## src/rs_params.svh

```systemverilog
`ifndef RS_PARAMS_SVH
`define RS_PARAMS_SVH

// station depth, power of two so the ring pointers wrap
`define RS_DEPTH 8

// tag space must exceed the number of results in flight
`define TAG_WIDTH 4

`define XLEN 32

`define NUM_REGS 32

`endif

```

## src/rv32i_types_pkg.sv

```systemverilog
`include "rs_params.svh"

package rv32i_types_pkg;

    // register-register layout
    typedef struct packed {
        logic [6:0] funct7;
        logic [4:0] rs2;
        logic [4:0] rs1;
        logic [2:0] funct3;
        logic [4:0] rd;
        logic [6:0] opcode;
    } r_view_t;

    // register-immediate layout
    typedef struct packed {
        logic [11:0] imm12;
        logic [4:0]  rs1;
        logic [2:0]  funct3;
        logic [4:0]  rd;
        logic [6:0]  opcode;
    } i_view_t;

    // one instruction word, two decodings
    typedef union packed {
        r_view_t r_view;
        i_view_t i_view;
    } instr_word_u;

    typedef enum logic [3:0] {
        ALU_ADD,
        ALU_SUB,
        ALU_AND,
        ALU_OR,
        ALU_XOR,
        ALU_SLL,
        ALU_SRL,
        ALU_SRA,
        ALU_SLT,
        ALU_SLTU
    } alu_op_e;

    // value once ready, otherwise the tag of its producer
    typedef struct packed {
        logic                  ready;
        logic [`TAG_WIDTH-1:0] tag;
        logic [`XLEN-1:0]      data;
    } operand_t;

    typedef struct packed {
        logic                  valid;
        logic                  issued;
        logic [`TAG_WIDTH-1:0] tag;
        logic [4:0]            rd;
        alu_op_e               op;
        operand_t              src1;
        operand_t              src2;
    } rs_entry_t;

    typedef struct packed {
        logic                  valid;
        logic [`TAG_WIDTH-1:0] tag;
        logic [4:0]            rd;
        logic [`XLEN-1:0]      data;
    } cdb_t;

endpackage

```

## src/dispatch_unit.sv

```systemverilog
`timescale 1ns/1ps
`include "rs_params.svh"

module dispatch_unit
    import rv32i_types_pkg::*;
(
    input  logic        clk,
    input  logic        rst,
    input  logic        flush,
    input  logic        instr_valid,
    input  instr_word_u instr,
    input  logic        rs_available,
    input  cdb_t        cdb,
    output rs_entry_t   new_entry,
    output logic        stall
);
    localparam logic [6:0] OPC_OP     = 7'b0110011;
    localparam logic [6:0] OPC_OP_IMM = 7'b0010011;

    logic [`XLEN-1:0]      regs    [`NUM_REGS];
    logic [`TAG_WIDTH-1:0] reg_tag [`NUM_REGS];
    logic [`NUM_REGS-1:0]  busy;
    logic [`TAG_WIDTH-1:0] tag_cnt;

    logic       is_op;
    logic       is_op_imm;
    logic       alt_bit;
    logic       accept;
    logic       cdb_hit;
    alu_op_e    op;
    logic [4:0] rd;
    logic [`XLEN-1:0] imm;

    // register read with bypass from the broadcast of this cycle
    function automatic operand_t read_src(input logic [4:0] idx);
        operand_t s;
        s.ready = 1'b1;
        s.tag   = '0;
        s.data  = '0;
        if (idx == 5'd0) begin
            s.data = '0;
        end else if (busy[idx]) begin
            s.tag = reg_tag[idx];
            if (cdb.valid && cdb.tag == reg_tag[idx]) begin
                s.data = cdb.data;
            end else begin
                s.ready = 1'b0;
            end
        end else begin
            s.data = regs[idx];
        end
        return s;
    endfunction

    assign is_op     = (instr.r_view.opcode == OPC_OP);
    assign is_op_imm = (instr.i_view.opcode == OPC_OP_IMM);
    // bit 30 picks SUB / SRA
    assign alt_bit   = is_op ? instr.r_view.funct7[5] : instr.i_view.imm12[10];
    assign rd        = is_op ? instr.r_view.rd : instr.i_view.rd;
    assign imm       = {{(`XLEN-12){instr.i_view.imm12[11]}}, instr.i_view.imm12};

    assign stall  = !rs_available;
    assign accept = instr_valid && rs_available && !flush;

    always_comb begin
        unique case (instr.i_view.funct3)
            3'b000:  op = (is_op && alt_bit) ? ALU_SUB : ALU_ADD;
            3'b001:  op = ALU_SLL;
            3'b010:  op = ALU_SLT;
            3'b011:  op = ALU_SLTU;
            3'b100:  op = ALU_XOR;
            3'b101:  op = alt_bit ? ALU_SRA : ALU_SRL;
            3'b110:  op = ALU_OR;
            default: op = ALU_AND;
        endcase
    end

    always_comb begin
        new_entry        = '0;
        new_entry.valid  = accept && (is_op || is_op_imm);
        new_entry.issued = 1'b0;
        new_entry.tag    = tag_cnt;
        new_entry.rd     = rd;
        new_entry.op     = op;
        new_entry.src1   = read_src(instr.i_view.rs1);
        if (is_op_imm) begin
            new_entry.src2.ready = 1'b1;
            new_entry.src2.tag   = '0;
            new_entry.src2.data  = imm;
        end else begin
            new_entry.src2 = read_src(instr.r_view.rs2);
        end
    end

    // broadcast still belongs to the latest writer of rd
    assign cdb_hit = cdb.valid && (cdb.rd != 5'd0) && busy[cdb.rd]
                     && (reg_tag[cdb.rd] == cdb.tag);

    always_ff @(posedge clk) begin
        if (rst) begin
            for (int i = 0; i < `NUM_REGS; i++) begin
                regs[i] <= '0;
            end
        end else if (cdb_hit) begin
            regs[cdb.rd] <= cdb.data;
        end
    end

    always_ff @(posedge clk) begin
        if (rst || flush) begin
            busy    <= '0;
            tag_cnt <= '0;
        end else begin
            if (cdb_hit) begin
                busy[cdb.rd] <= 1'b0;
            end
            // a new writer overrides a release of the same register
            if (new_entry.valid && rd != 5'd0) begin
                busy[rd]    <= 1'b1;
                reg_tag[rd] <= tag_cnt;
            end
            if (new_entry.valid) begin
                tag_cnt <= tag_cnt + 1'b1;
            end
        end
    end

endmodule

```

## src/reservation_station.sv

```systemverilog
`timescale 1ns/1ps
`include "rs_params.svh"

module reservation_station
    import rv32i_types_pkg::*;
#(
    parameter int DEPTH = `RS_DEPTH
) (
    input  logic      clk,
    input  logic      rst,
    input  logic      flush,
    input  rs_entry_t new_entry,
    input  cdb_t      cdb,
    output logic      rs_available,
    output rs_entry_t next_execute
);
    localparam int PTR_W = $clog2(DEPTH);

    rs_entry_t        stations [DEPTH];
    logic [PTR_W-1:0] head;
    logic [PTR_W-1:0] tail;
    logic             full;
    logic [PTR_W:0]   count;

    logic             push;
    logic             pop;
    logic             head_free;
    logic [DEPTH-1:0] release_hit;
    logic             sel_found;
    logic [PTR_W-1:0] sel_idx;

    // span from head to tail, holes included
    assign count        = full ? (PTR_W+1)'(DEPTH) : {1'b0, tail - head};
    assign rs_available = (count != (PTR_W+1)'(DEPTH));

    // entries whose own result is on the bus this cycle
    always_comb begin
        for (int i = 0; i < DEPTH; i++) begin
            release_hit[i] = stations[i].valid && stations[i].issued
                             && cdb.valid && (cdb.tag == stations[i].tag);
        end
    end

    assign head_free = !stations[head].valid || release_hit[head];
    assign push      = new_entry.valid && rs_available;
    assign pop       = (count != '0) && head_free;

    // oldest ready entry, scanning from head
    always_comb begin
        logic [PTR_W-1:0] idx;
        sel_found    = 1'b0;
        sel_idx      = head;
        next_execute = '0;
        for (int i = 0; i < DEPTH; i++) begin
            idx = head + PTR_W'(i);
            if (!sel_found && ((PTR_W+1)'(i) < count)
                && stations[idx].valid && !stations[idx].issued
                && stations[idx].src1.ready && stations[idx].src2.ready) begin
                sel_found = 1'b1;
                sel_idx   = idx;
            end
        end
        if (sel_found) begin
            next_execute = stations[sel_idx];
        end
    end

    always_ff @(posedge clk) begin
        if (rst || flush) begin
            head <= '0;
            tail <= '0;
            full <= 1'b0;
            for (int i = 0; i < DEPTH; i++) begin
                stations[i].valid  <= 1'b0;
                stations[i].issued <= 1'b0;
            end
        end else begin
            for (int i = 0; i < DEPTH; i++) begin
                // wakeup of waiting operands
                if (stations[i].valid) begin
                    if (cdb.valid && !stations[i].src1.ready
                        && stations[i].src1.tag == cdb.tag) begin
                        stations[i].src1.ready <= 1'b1;
                        stations[i].src1.data  <= cdb.data;
                    end
                    if (cdb.valid && !stations[i].src2.ready
                        && stations[i].src2.tag == cdb.tag) begin
                        stations[i].src2.ready <= 1'b1;
                        stations[i].src2.data  <= cdb.data;
                    end
                end
                if (release_hit[i]) begin
                    stations[i].valid <= 1'b0;
                end
            end

            if (sel_found) begin
                stations[sel_idx].issued <= 1'b1;
            end

            // tail slot is free whenever push is allowed
            if (push) begin
                stations[tail] <= new_entry;
                tail           <= tail + 1'b1;
            end

            if (pop) begin
                head <= head + 1'b1;
            end

            if (pop) begin
                full <= 1'b0;
            end else if (push && (tail + 1'b1 == head)) begin
                full <= 1'b1;
            end
        end
    end

endmodule

```

## src/alu_unit.sv

```systemverilog
`timescale 1ns/1ps
`include "rs_params.svh"

module alu_unit
    import rv32i_types_pkg::*;
(
    input  logic      clk,
    input  logic      rst,
    input  logic      flush,
    input  rs_entry_t next_execute,
    output cdb_t      cdb
);
    logic [`XLEN-1:0] a;
    logic [`XLEN-1:0] b;
    logic [4:0]       shamt;
    logic [`XLEN-1:0] result;

    assign a     = next_execute.src1.data;
    assign b     = next_execute.src2.data;
    // only the low five bits shift on RV32
    assign shamt = b[4:0];

    always_comb begin
        result = '0;
        unique case (next_execute.op)
            ALU_ADD:  result = a + b;
            ALU_SUB:  result = a - b;
            ALU_AND:  result = a & b;
            ALU_OR:   result = a | b;
            ALU_XOR:  result = a ^ b;
            ALU_SLL:  result = a << shamt;
            ALU_SRL:  result = a >> shamt;
            ALU_SRA:  result = $signed(a) >>> shamt;
            ALU_SLT:  result[0] = ($signed(a) < $signed(b));
            ALU_SLTU: result[0] = (a < b);
            default:  result = a + b;
        endcase
    end

    // one cycle from issue to broadcast
    always_ff @(posedge clk) begin
        cdb.tag  <= next_execute.tag;
        cdb.rd   <= next_execute.rd;
        cdb.data <= result;
        if (rst || flush) begin
            cdb.valid <= 1'b0;
        end else begin
            cdb.valid <= next_execute.valid;
        end
    end

endmodule

```

## src/issue_top.sv

```systemverilog
`timescale 1ns/1ps

module issue_top
    import rv32i_types_pkg::*;
(
    input  logic        clk,
    input  logic        rst,
    input  logic        instr_valid,
    input  instr_word_u instr,
    input  logic        flush,
    output logic        stall,
    output cdb_t        cdb
);
    rs_entry_t new_entry;
    rs_entry_t next_execute;
    logic      rs_available;

    dispatch_unit dispatch_unit_i (
        .clk          (clk),
        .rst          (rst),
        .flush        (flush),
        .instr_valid  (instr_valid),
        .instr        (instr),
        .rs_available (rs_available),
        .cdb          (cdb),
        .new_entry    (new_entry),
        .stall        (stall)
    );

    reservation_station reservation_station_i (
        .clk          (clk),
        .rst          (rst),
        .flush        (flush),
        .new_entry    (new_entry),
        .cdb          (cdb),
        .rs_available (rs_available),
        .next_execute (next_execute)
    );

    // single result source drives the whole bus
    alu_unit alu_unit_i (
        .clk          (clk),
        .rst          (rst),
        .flush        (flush),
        .next_execute (next_execute),
        .cdb          (cdb)
    );

endmodule

```

## config.mk

```make
export PLATFORM = sky130hd
export DESIGN_NAME = issue_top
export DESIGN_NICKNAME = d
export VERILOG_FILES = /design/src/rv32i_types_pkg.sv /design/src/dispatch_unit.sv /design/src/reservation_station.sv /design/src/alu_unit.sv /design/src/issue_top.sv
export VERILOG_INCLUDE_DIRS = /design/src
export SDC_FILE = /design/constraint.sdc
export NUM_CORES = 2
export LEC_CHECK = 0
export BUFFER_PORTS_ARGS = -buffer_cell sky130_fd_sc_hd__buf_2
export CORE_UTILIZATION = 30
export CTS_BUF_LIST = sky130_fd_sc_hd__clkbuf_4 sky130_fd_sc_hd__clkbuf_8
export DETAILED_ROUTE_END_ITERATION = 6
export GPL_ROUTABILITY_DRIVEN = 0
export GPL_TIMING_DRIVEN = 0
export HOLD_SLACK_MARGIN = 0.06
export PLACE_DENSITY = 0.42
export SLEW_MARGIN = 25
export SYNTH_ARGS = -nofsm -noshare
export SYNTH_HDL_FRONTEND = slang
export SYNTH_SLANG_ARGS = --single-unit
```

## constraint.sdc

```tcl
create_clock -name clk -period 19 [get_ports clk]
set_clock_uncertainty 0.15 [all_clocks]
set_input_delay 2.85 -clock clk [delete_from_list [all_inputs] [get_ports clk]]
set_output_delay 2.85 -clock clk [all_outputs]
set_load 0.03 [all_outputs]
```

# Word-level counts from Yosys, hierarchy flattened
# Memory sizes are Yosys's and may differ from the RTL's. A register that Yosys moved wholly into a read port is not among the register bits.
# Index checks and enable logic that the tools add are counted.
# op_classes
n_reduce_logical,157
muxes,168
shifts,3
addsub,12
n_lt_le_gt_ge,17
n_bitwise,15
n_eq_ne,46
# op_table
op,count
2-to-1 mux 32 bit,10
case mux 31 bit (8 select lines),1
2-to-1 mux 1 bit,131
logical AND 1 bit,110
== test 4 bit,27
2-to-1 mux 78 bit,1
AND 32 bit,2
< comparator 32 bit,2
bitwise OR 32 bit,2
2-to-1 mux 37 bit,1
zero test 1 bit,34
adder 32 bit,1
inverter 32 bit,1
OR reduction 32 bit,1
<< shifter 32 x 5 -> 32 bit,1
>> shifter 32 x 5 -> 32 bit,1
>>> shifter 32 x 5 -> 32 bit,1
subtractor 32 bit,1
bitwise XOR 32 bit,1
2-to-1 mux 5 bit,6
case mux 4 bit (7 select lines),1
2-to-1 mux 3 bit,9
"< comparator 5 x 6 -> 1 bit, second input constant",4
"== test 4 x 3 -> 1 bit, second input constant",4
other kinds (33),65
# word_totals
output_inout_bits,43
ramBits,1864
ff_bits,85
word_cells,430
n_memories,3
# mem_list
name,depth,width,rd,rd_clocked_by_memory_dff,wr,line,rtl
dispatch_unit_i.regs,32,32,2,0,32,dispatch_unit.sv:20,logic [`XLEN-1:0] regs [`NUM_REGS];
reservation_station_i.stations,8,89,17,1,10,reservation_station.sv:19,rs_entry_t stations [DEPTH];
dispatch_unit_i.reg_tag,32,4,3,1,1,dispatch_unit.sv:21,logic [`TAG_WIDTH-1:0] reg_tag [`NUM_REGS];

# Longest topological paths before layout
# An unclocked memory read counts as a cell.
# depth
word_depth,62
ltp_mapped,39
depth_no_buf,35

# Modules after synthesis
# Synthesis repeated with hierarchy kept, for this count alone.
# unflattened
cells_unflattened,9535
area_unflattened_um2,115140.4
# by_module_without_submodules
module,seq_area_each_um2,instances,area_per_inst_um2,cells_per_inst
dispatch_unit,35313.9,1,68699.6,4423
reservation_station,21420.5,1,36438.7,3734
alu_unit,840.8,1,10002.1,1378

# Worst setup path before layout
# OpenSTA, ideal clock, no wires.
# synth_path
kind,register -> register
from,register reservation_station_i.head[1]
to,"register, netlist name alu_unit_i.cdb[31]"
period_less_slack_ps,8414
arrival_ps,8172
slack_ps,10586
path_stages_with_launch,38
path_buffers,7
t_required_ps,18758
setup_time_ps,92
cell_sequence,dfxtp_1 -> buf_2 -> inv_2 -> ha_1 -> clkbuf_1 -> mux4_2 -> o22ai_1 -> a21oi_2 -> nand4_2 -> nor2_1 -> a21o_1 -> nor2_4 -> buf_2 -> buf_2 -> clkbuf_1 -> clkbuf_1 -> nand2_1 -> a31oi_1 -> [2 not listed] -> ha_1 -> clkbuf_1 -> inv_1 -> a21oi_1 -> o21bai_1 -> a41o_1 -> o311ai_0 -> a311o_1 -> a2111oi_0 -> o31ai_1 -> a21oi_1 -> a2111oi_0 -> o21a_1 -> o21bai_1 -> a21oi_1 -> o21bai_1 -> mux2i_1 -> nor4_1
# synth_via
elab_chain_cells,62
elab_cells_between_ends,106
cone_classes,10 x add/sub; 8 x order compare; 9 x eq/ne; 3 x shift; 18 x mux; 3 x bitwise; 54 x reduce/logical; 1 x memory
# synth_rtl
item,line,rtl
start: declaration,reservation_station.sv:20,logic [PTR_W-1:0] head;
start signal: assignment,reservation_station.sv:108,head <= head + 1'b1;
subtractor 3 bit,reservation_station.sv:33,"assign count = full ? (PTR_W+1)'(DEPTH) : {1'b0, tail - head};"
2-to-1 mux 4 bit,reservation_station.sv:33,
< comparator 1 x 4 -> 1 bit,reservation_station.sv:56,if (!sel_found && ((PTR_W+1)'(i) < count)
logical AND 1 bit (2 in series),reservation_station.sv:57,&& stations[idx].valid && !stations[idx].issued
logical AND 1 bit (2 in series),reservation_station.sv:58,&& stations[idx].src1.ready && stations[idx].src2.ready) begin
2-to-1 mux 1 bit,reservation_station.sv:56,
zero test 1 bit,reservation_station.sv:56,
logical AND 1 bit,reservation_station.sv:56,
[42 not listed],-,
logical AND 1 bit (2 in series),reservation_station.sv:57,
logical AND 1 bit (2 in series),reservation_station.sv:58,
2-to-1 mux 3 bit,reservation_station.sv:56,
memory (8 x 89 bit),-,
2-to-1 mux 78 bit *,reservation_station.sv:63,if (sel_found) begin
branches (longest 2 deep; another with adder 32 bit),-,
case mux 31 bit (8 select lines) *,alu_unit.sv:25,unique case (next_execute.op)
via alu_unit_i.result[31],alu_unit.sv:16,logic [`XLEN-1:0] result;
# Mark *: on every way through the listed nets, which the timed path passes.
# A chain may end at the register's enable or synchronous reset.

# Final worst setup path
# layout_path
from,register reservation_station_i.head[1]
to,"register, netlist name alu_unit_i.cdb[31]"
# layout_via
elab_chain_cells,62
elab_cells_between_ends,106
cone_classes,10 x add/sub; 8 x order compare; 9 x eq/ne; 3 x shift; 18 x mux; 3 x bitwise; 54 x reduce/logical; 1 x memory
# layout_rtl
item,line
subtractor 3 bit,reservation_station.sv:33
2-to-1 mux 4 bit,reservation_station.sv:33
< comparator 1 x 4 -> 1 bit,reservation_station.sv:56
logical AND 1 bit (2 in series),reservation_station.sv:57
logical AND 1 bit (2 in series),reservation_station.sv:58
2-to-1 mux 1 bit,reservation_station.sv:56
zero test 1 bit,reservation_station.sv:56
logical AND 1 bit,reservation_station.sv:56
[42 not listed],-
logical AND 1 bit (2 in series),reservation_station.sv:57
logical AND 1 bit (2 in series),reservation_station.sv:58
2-to-1 mux 3 bit,reservation_station.sv:56
memory (8 x 89 bit),-
2-to-1 mux 78 bit *,reservation_station.sv:63
branches (longest 2 deep; another with adder 32 bit),-
case mux 31 bit (8 select lines) *,alu_unit.sv:25
via alu_unit_i.result[31],alu_unit.sv:16
# Marks and branches as above.

==> flow_summary.ini <==
[layout]
drive_gt1_share_pct = 22.2
areaGrowthSynthToFinish_pct = 15.8
n_fill_cell = 35507
fin_util_pct = 35.0
final_common_cell = edfxtp_1
final_net_count = 9371
layout_common_cells = edfxtp_1 (1,848), and2_1 (1,081), nand2_1 (806), mux4_2 (798), o21ai_0 (676)
multi_input_area_mm2 = 0.0485
seqCellArea_mm2 = 0.0576

[global_route]
grt.overflow.total = 0
grt_max_degree = 37
grt_pass1_wl_mm = 718
grt_pass1_vias = 82273
grtUsageTotal_pct = 28.8
antenna_found_initial = 65

[detailed_routing]
vias = 84480
via_per_inst = 5.89
initialDrtViolationCount = 12004
wire_per_inst_um = 37.7
drt-total-wl_mm = 540
dr.pass1.iters = 7
drtAntennaViolNets = 0
remaining_drc_errors = 4

[power]
leakagePower_nw = 43.9
powerDensity_mw_per_mm2 = 78.4
ir_worst_vdd_uv = 47.0
total_power_mw = 9.90

[cts]
ctsRootBufferMaster = clkbuf_8
cts_buffer_depth = 4
post_cts_resize_count = 0
cts_tree = yes
cts_max_level = 5
ctsHoldBuffers = 0
cts_setup_buffers = 0
clock_latency_ns = 1.13
clock_sinks = 1952
cts.clk_slew.worst_paths_ns = 0.06
cts_buffers = 374

[synthesis]
avgSynthCellArea_um2 = 12.7
yosys.area.top_type = edfxtp_1
yosys.area.top_type_share_pct = 50.9
async_reset_ff_share_pct = 0
ys_dominant_reg_cell = edfxtp_1
yosysWarnings = 0
synth.area.top_cells = edfxtp_1 (51%), mux4_2 (16%), and2_1 (6.2%), mux2i_1 (3.5%), o21ai_0 (3.1%)
syn-instance-count = 8564
synth.distinct_cells = 108
synth_seq_cells = 1952
ys_seq_area_share_pct = 52.8
syn-cell-area_mm2 = 0.109
synth-edff-count = 1848

[floorplanning]
ios = 79
dieArea_mm2 = 0.366
initial_utilization_pct = 30.2
dieHeight_um = 605
rows = 220
die_width_um = 605
core_area_mm2 = 0.360

[critical_path]
cp_max_fo = 10
r2r_end = alu_unit_i.cdb[31]
start_kind = register
cp.required_ns = 19.82
cp-end-kind = register
arrival_ns = 13.96
slowest_stage = clkbuf_1
worst-setup-path-type = reg -> reg
r2r_cells = 37
critPathMaxStageDelay_ns = 0.90
cp_common_cell = buf_2
crit_path_start = reservation_station_i.head[1]
r2r-start = reservation_station_i.head[1]
r2r_slack_ns = 5.87
crit_end = alu_unit_i.cdb[31]

[placed_design]
pre_cts_ws_ns = 6.09
dp_hpwl_mm = 407
io_buffers = 70

[sta]
setup_slack_ns = 5.87
finalHoldViolations = 0
setup_viol = 0
rsz0062_at_grt = false
fmax_mhz = 76.1
min_period_over_period_pct = 69.1
tightest_slew_ns = 1.25
final_max_slew_viol_count = 0
post-route-min-period_ns = 13.13
relSlewSlack_pct = 16.3
fin_tns_setup_ns = 0

[status]
violations = design-rule violations
run_status = finished, violations left

[min_path]
hp-class = reg -> reg

[run]
cap_violations = 0
==> cell type report <==
| cell class | instances | share of cell area, % |
|---|---|---|
| antenna | 34 | 0.0674 |
| buffer | 801 | 2.69 |
| clock buffer | 519 | 5.07 |
| clock inverter | 151 | 0.810 |
| inverter | 117 | 0.350 |
| multi-input combinational | 5729 | 38.4 |
| sequential | 1952 | 45.6 |
| tap | 4773 | 4.73 |
| timing repair buffer | 255 | 2.20 |
==> worst min path at each step <==
stage,start,end,slack [ns],cells past startpoint
floorplan,dispatch_unit_i.busy[0],dispatch_unit_i.busy[0],0.31,1
global placement,reservation_station_i.stations[6][73],reservation_station_i.stations[6][73],0.34,2
detailed placement,reservation_station_i.stations[6][73],reservation_station_i.stations[6][73],0.36,2
CTS,reservation_station_i.stations[6][73],reservation_station_i.stations[6][73],0.37,2
global route,reservation_station_i.stations[6][36],reservation_station_i.stations[6][36],0.40,2
finish,reservation_station_i.stations[6][73],reservation_station_i.stations[6][73],0.37,2
==> cells in the mapped netlist, drive strengths merged, types with 22 or more instances <==
cell / instances
edfxtp: 1848
and2: 1081
nand2: 818
mux4: 798
o21ai: 691
clkbuf: 619
nor2: 418
mux2i: 386
nand3: 200
buf: 182
a21oi: 180
inv: 117
dfxtp: 104
ha: 102
xnor2: 86
nor3: 85
a31oi: 84
and3: 60
xor2: 57
o211ai: 53
nand2b: 51
a211oi: 35
a31o: 35
a32oi: 34
nand4: 31
a21o: 27
a22oi: 26
o22ai: 24
or3: 23
nor4: 22
or2: 22
==> routing by layer <==
layer	vias to the layer above	GRT usage (%)	wire length, µm
met5	-	0	81
li1	33881	-	-
met1	43926	37.5	213000
met4	12	15.9	34600
met2	5380	45.0	243000
met3	1281	5.59	49100
==> registers in the layout, summed over array words and instances, names as in the netlist, named ones only <==
register / cells
dispatch_unit_i.regs: 1024
reservation_station_i.full: 1
dispatch_unit_i.tag_cnt: 4
reservation_station_i.tail: 3
dispatch_unit_i.reg_tag: 128
alu_unit_i.cdb: 42
reservation_station_i.head: 3
dispatch_unit_i.busy: 32
reservation_station_i.stations: 712
==> metrics by stage <==
step	cell area (µm²)	cells	hold WS, ns
after global placement	115000	13442	0.343
after detailed placement	119000	13626	0.357
final	126000	14331	0.370
after floorplan	109000	8599	0.311
after CTS	126000	14296	0.369
after global routing	126000	14313	0.399
==> where the power goes <==
part	switching [mW]	total, mW	internal [mW]
Combinational	0.481	0.756	0.275
Sequential	0.0436	4.80	4.75
Clock	2.03	4.35	2.31
==> cell families after synthesis <==
family	Yosys count	share of synthesized area, %
simple gates	2861	13.4
xor+xnor	144	1.19
buf+inv	918	3.32
other cells	1	0.00344
flops	1952	52.8
mux	1197	20.2
compound gates	1386	7.83
fa+ha+maj	105	1.23
==> worst max-delay path: cells and delay by family (launching register included) <==
family / cells / cell delay (ns)
multiplexers: 1 / 0.13
flip-flops: 1 / 0.33
adder cells (fa/ha/maj): 2 / 0.60
AND/OR/NAND/NOR: 6 / 1.27
buffers and inverters: 10 / 5.00
AO/OA/AOI/OAI: 18 / 5.48
Note: power is estimated with default switching activity, not from simulation.
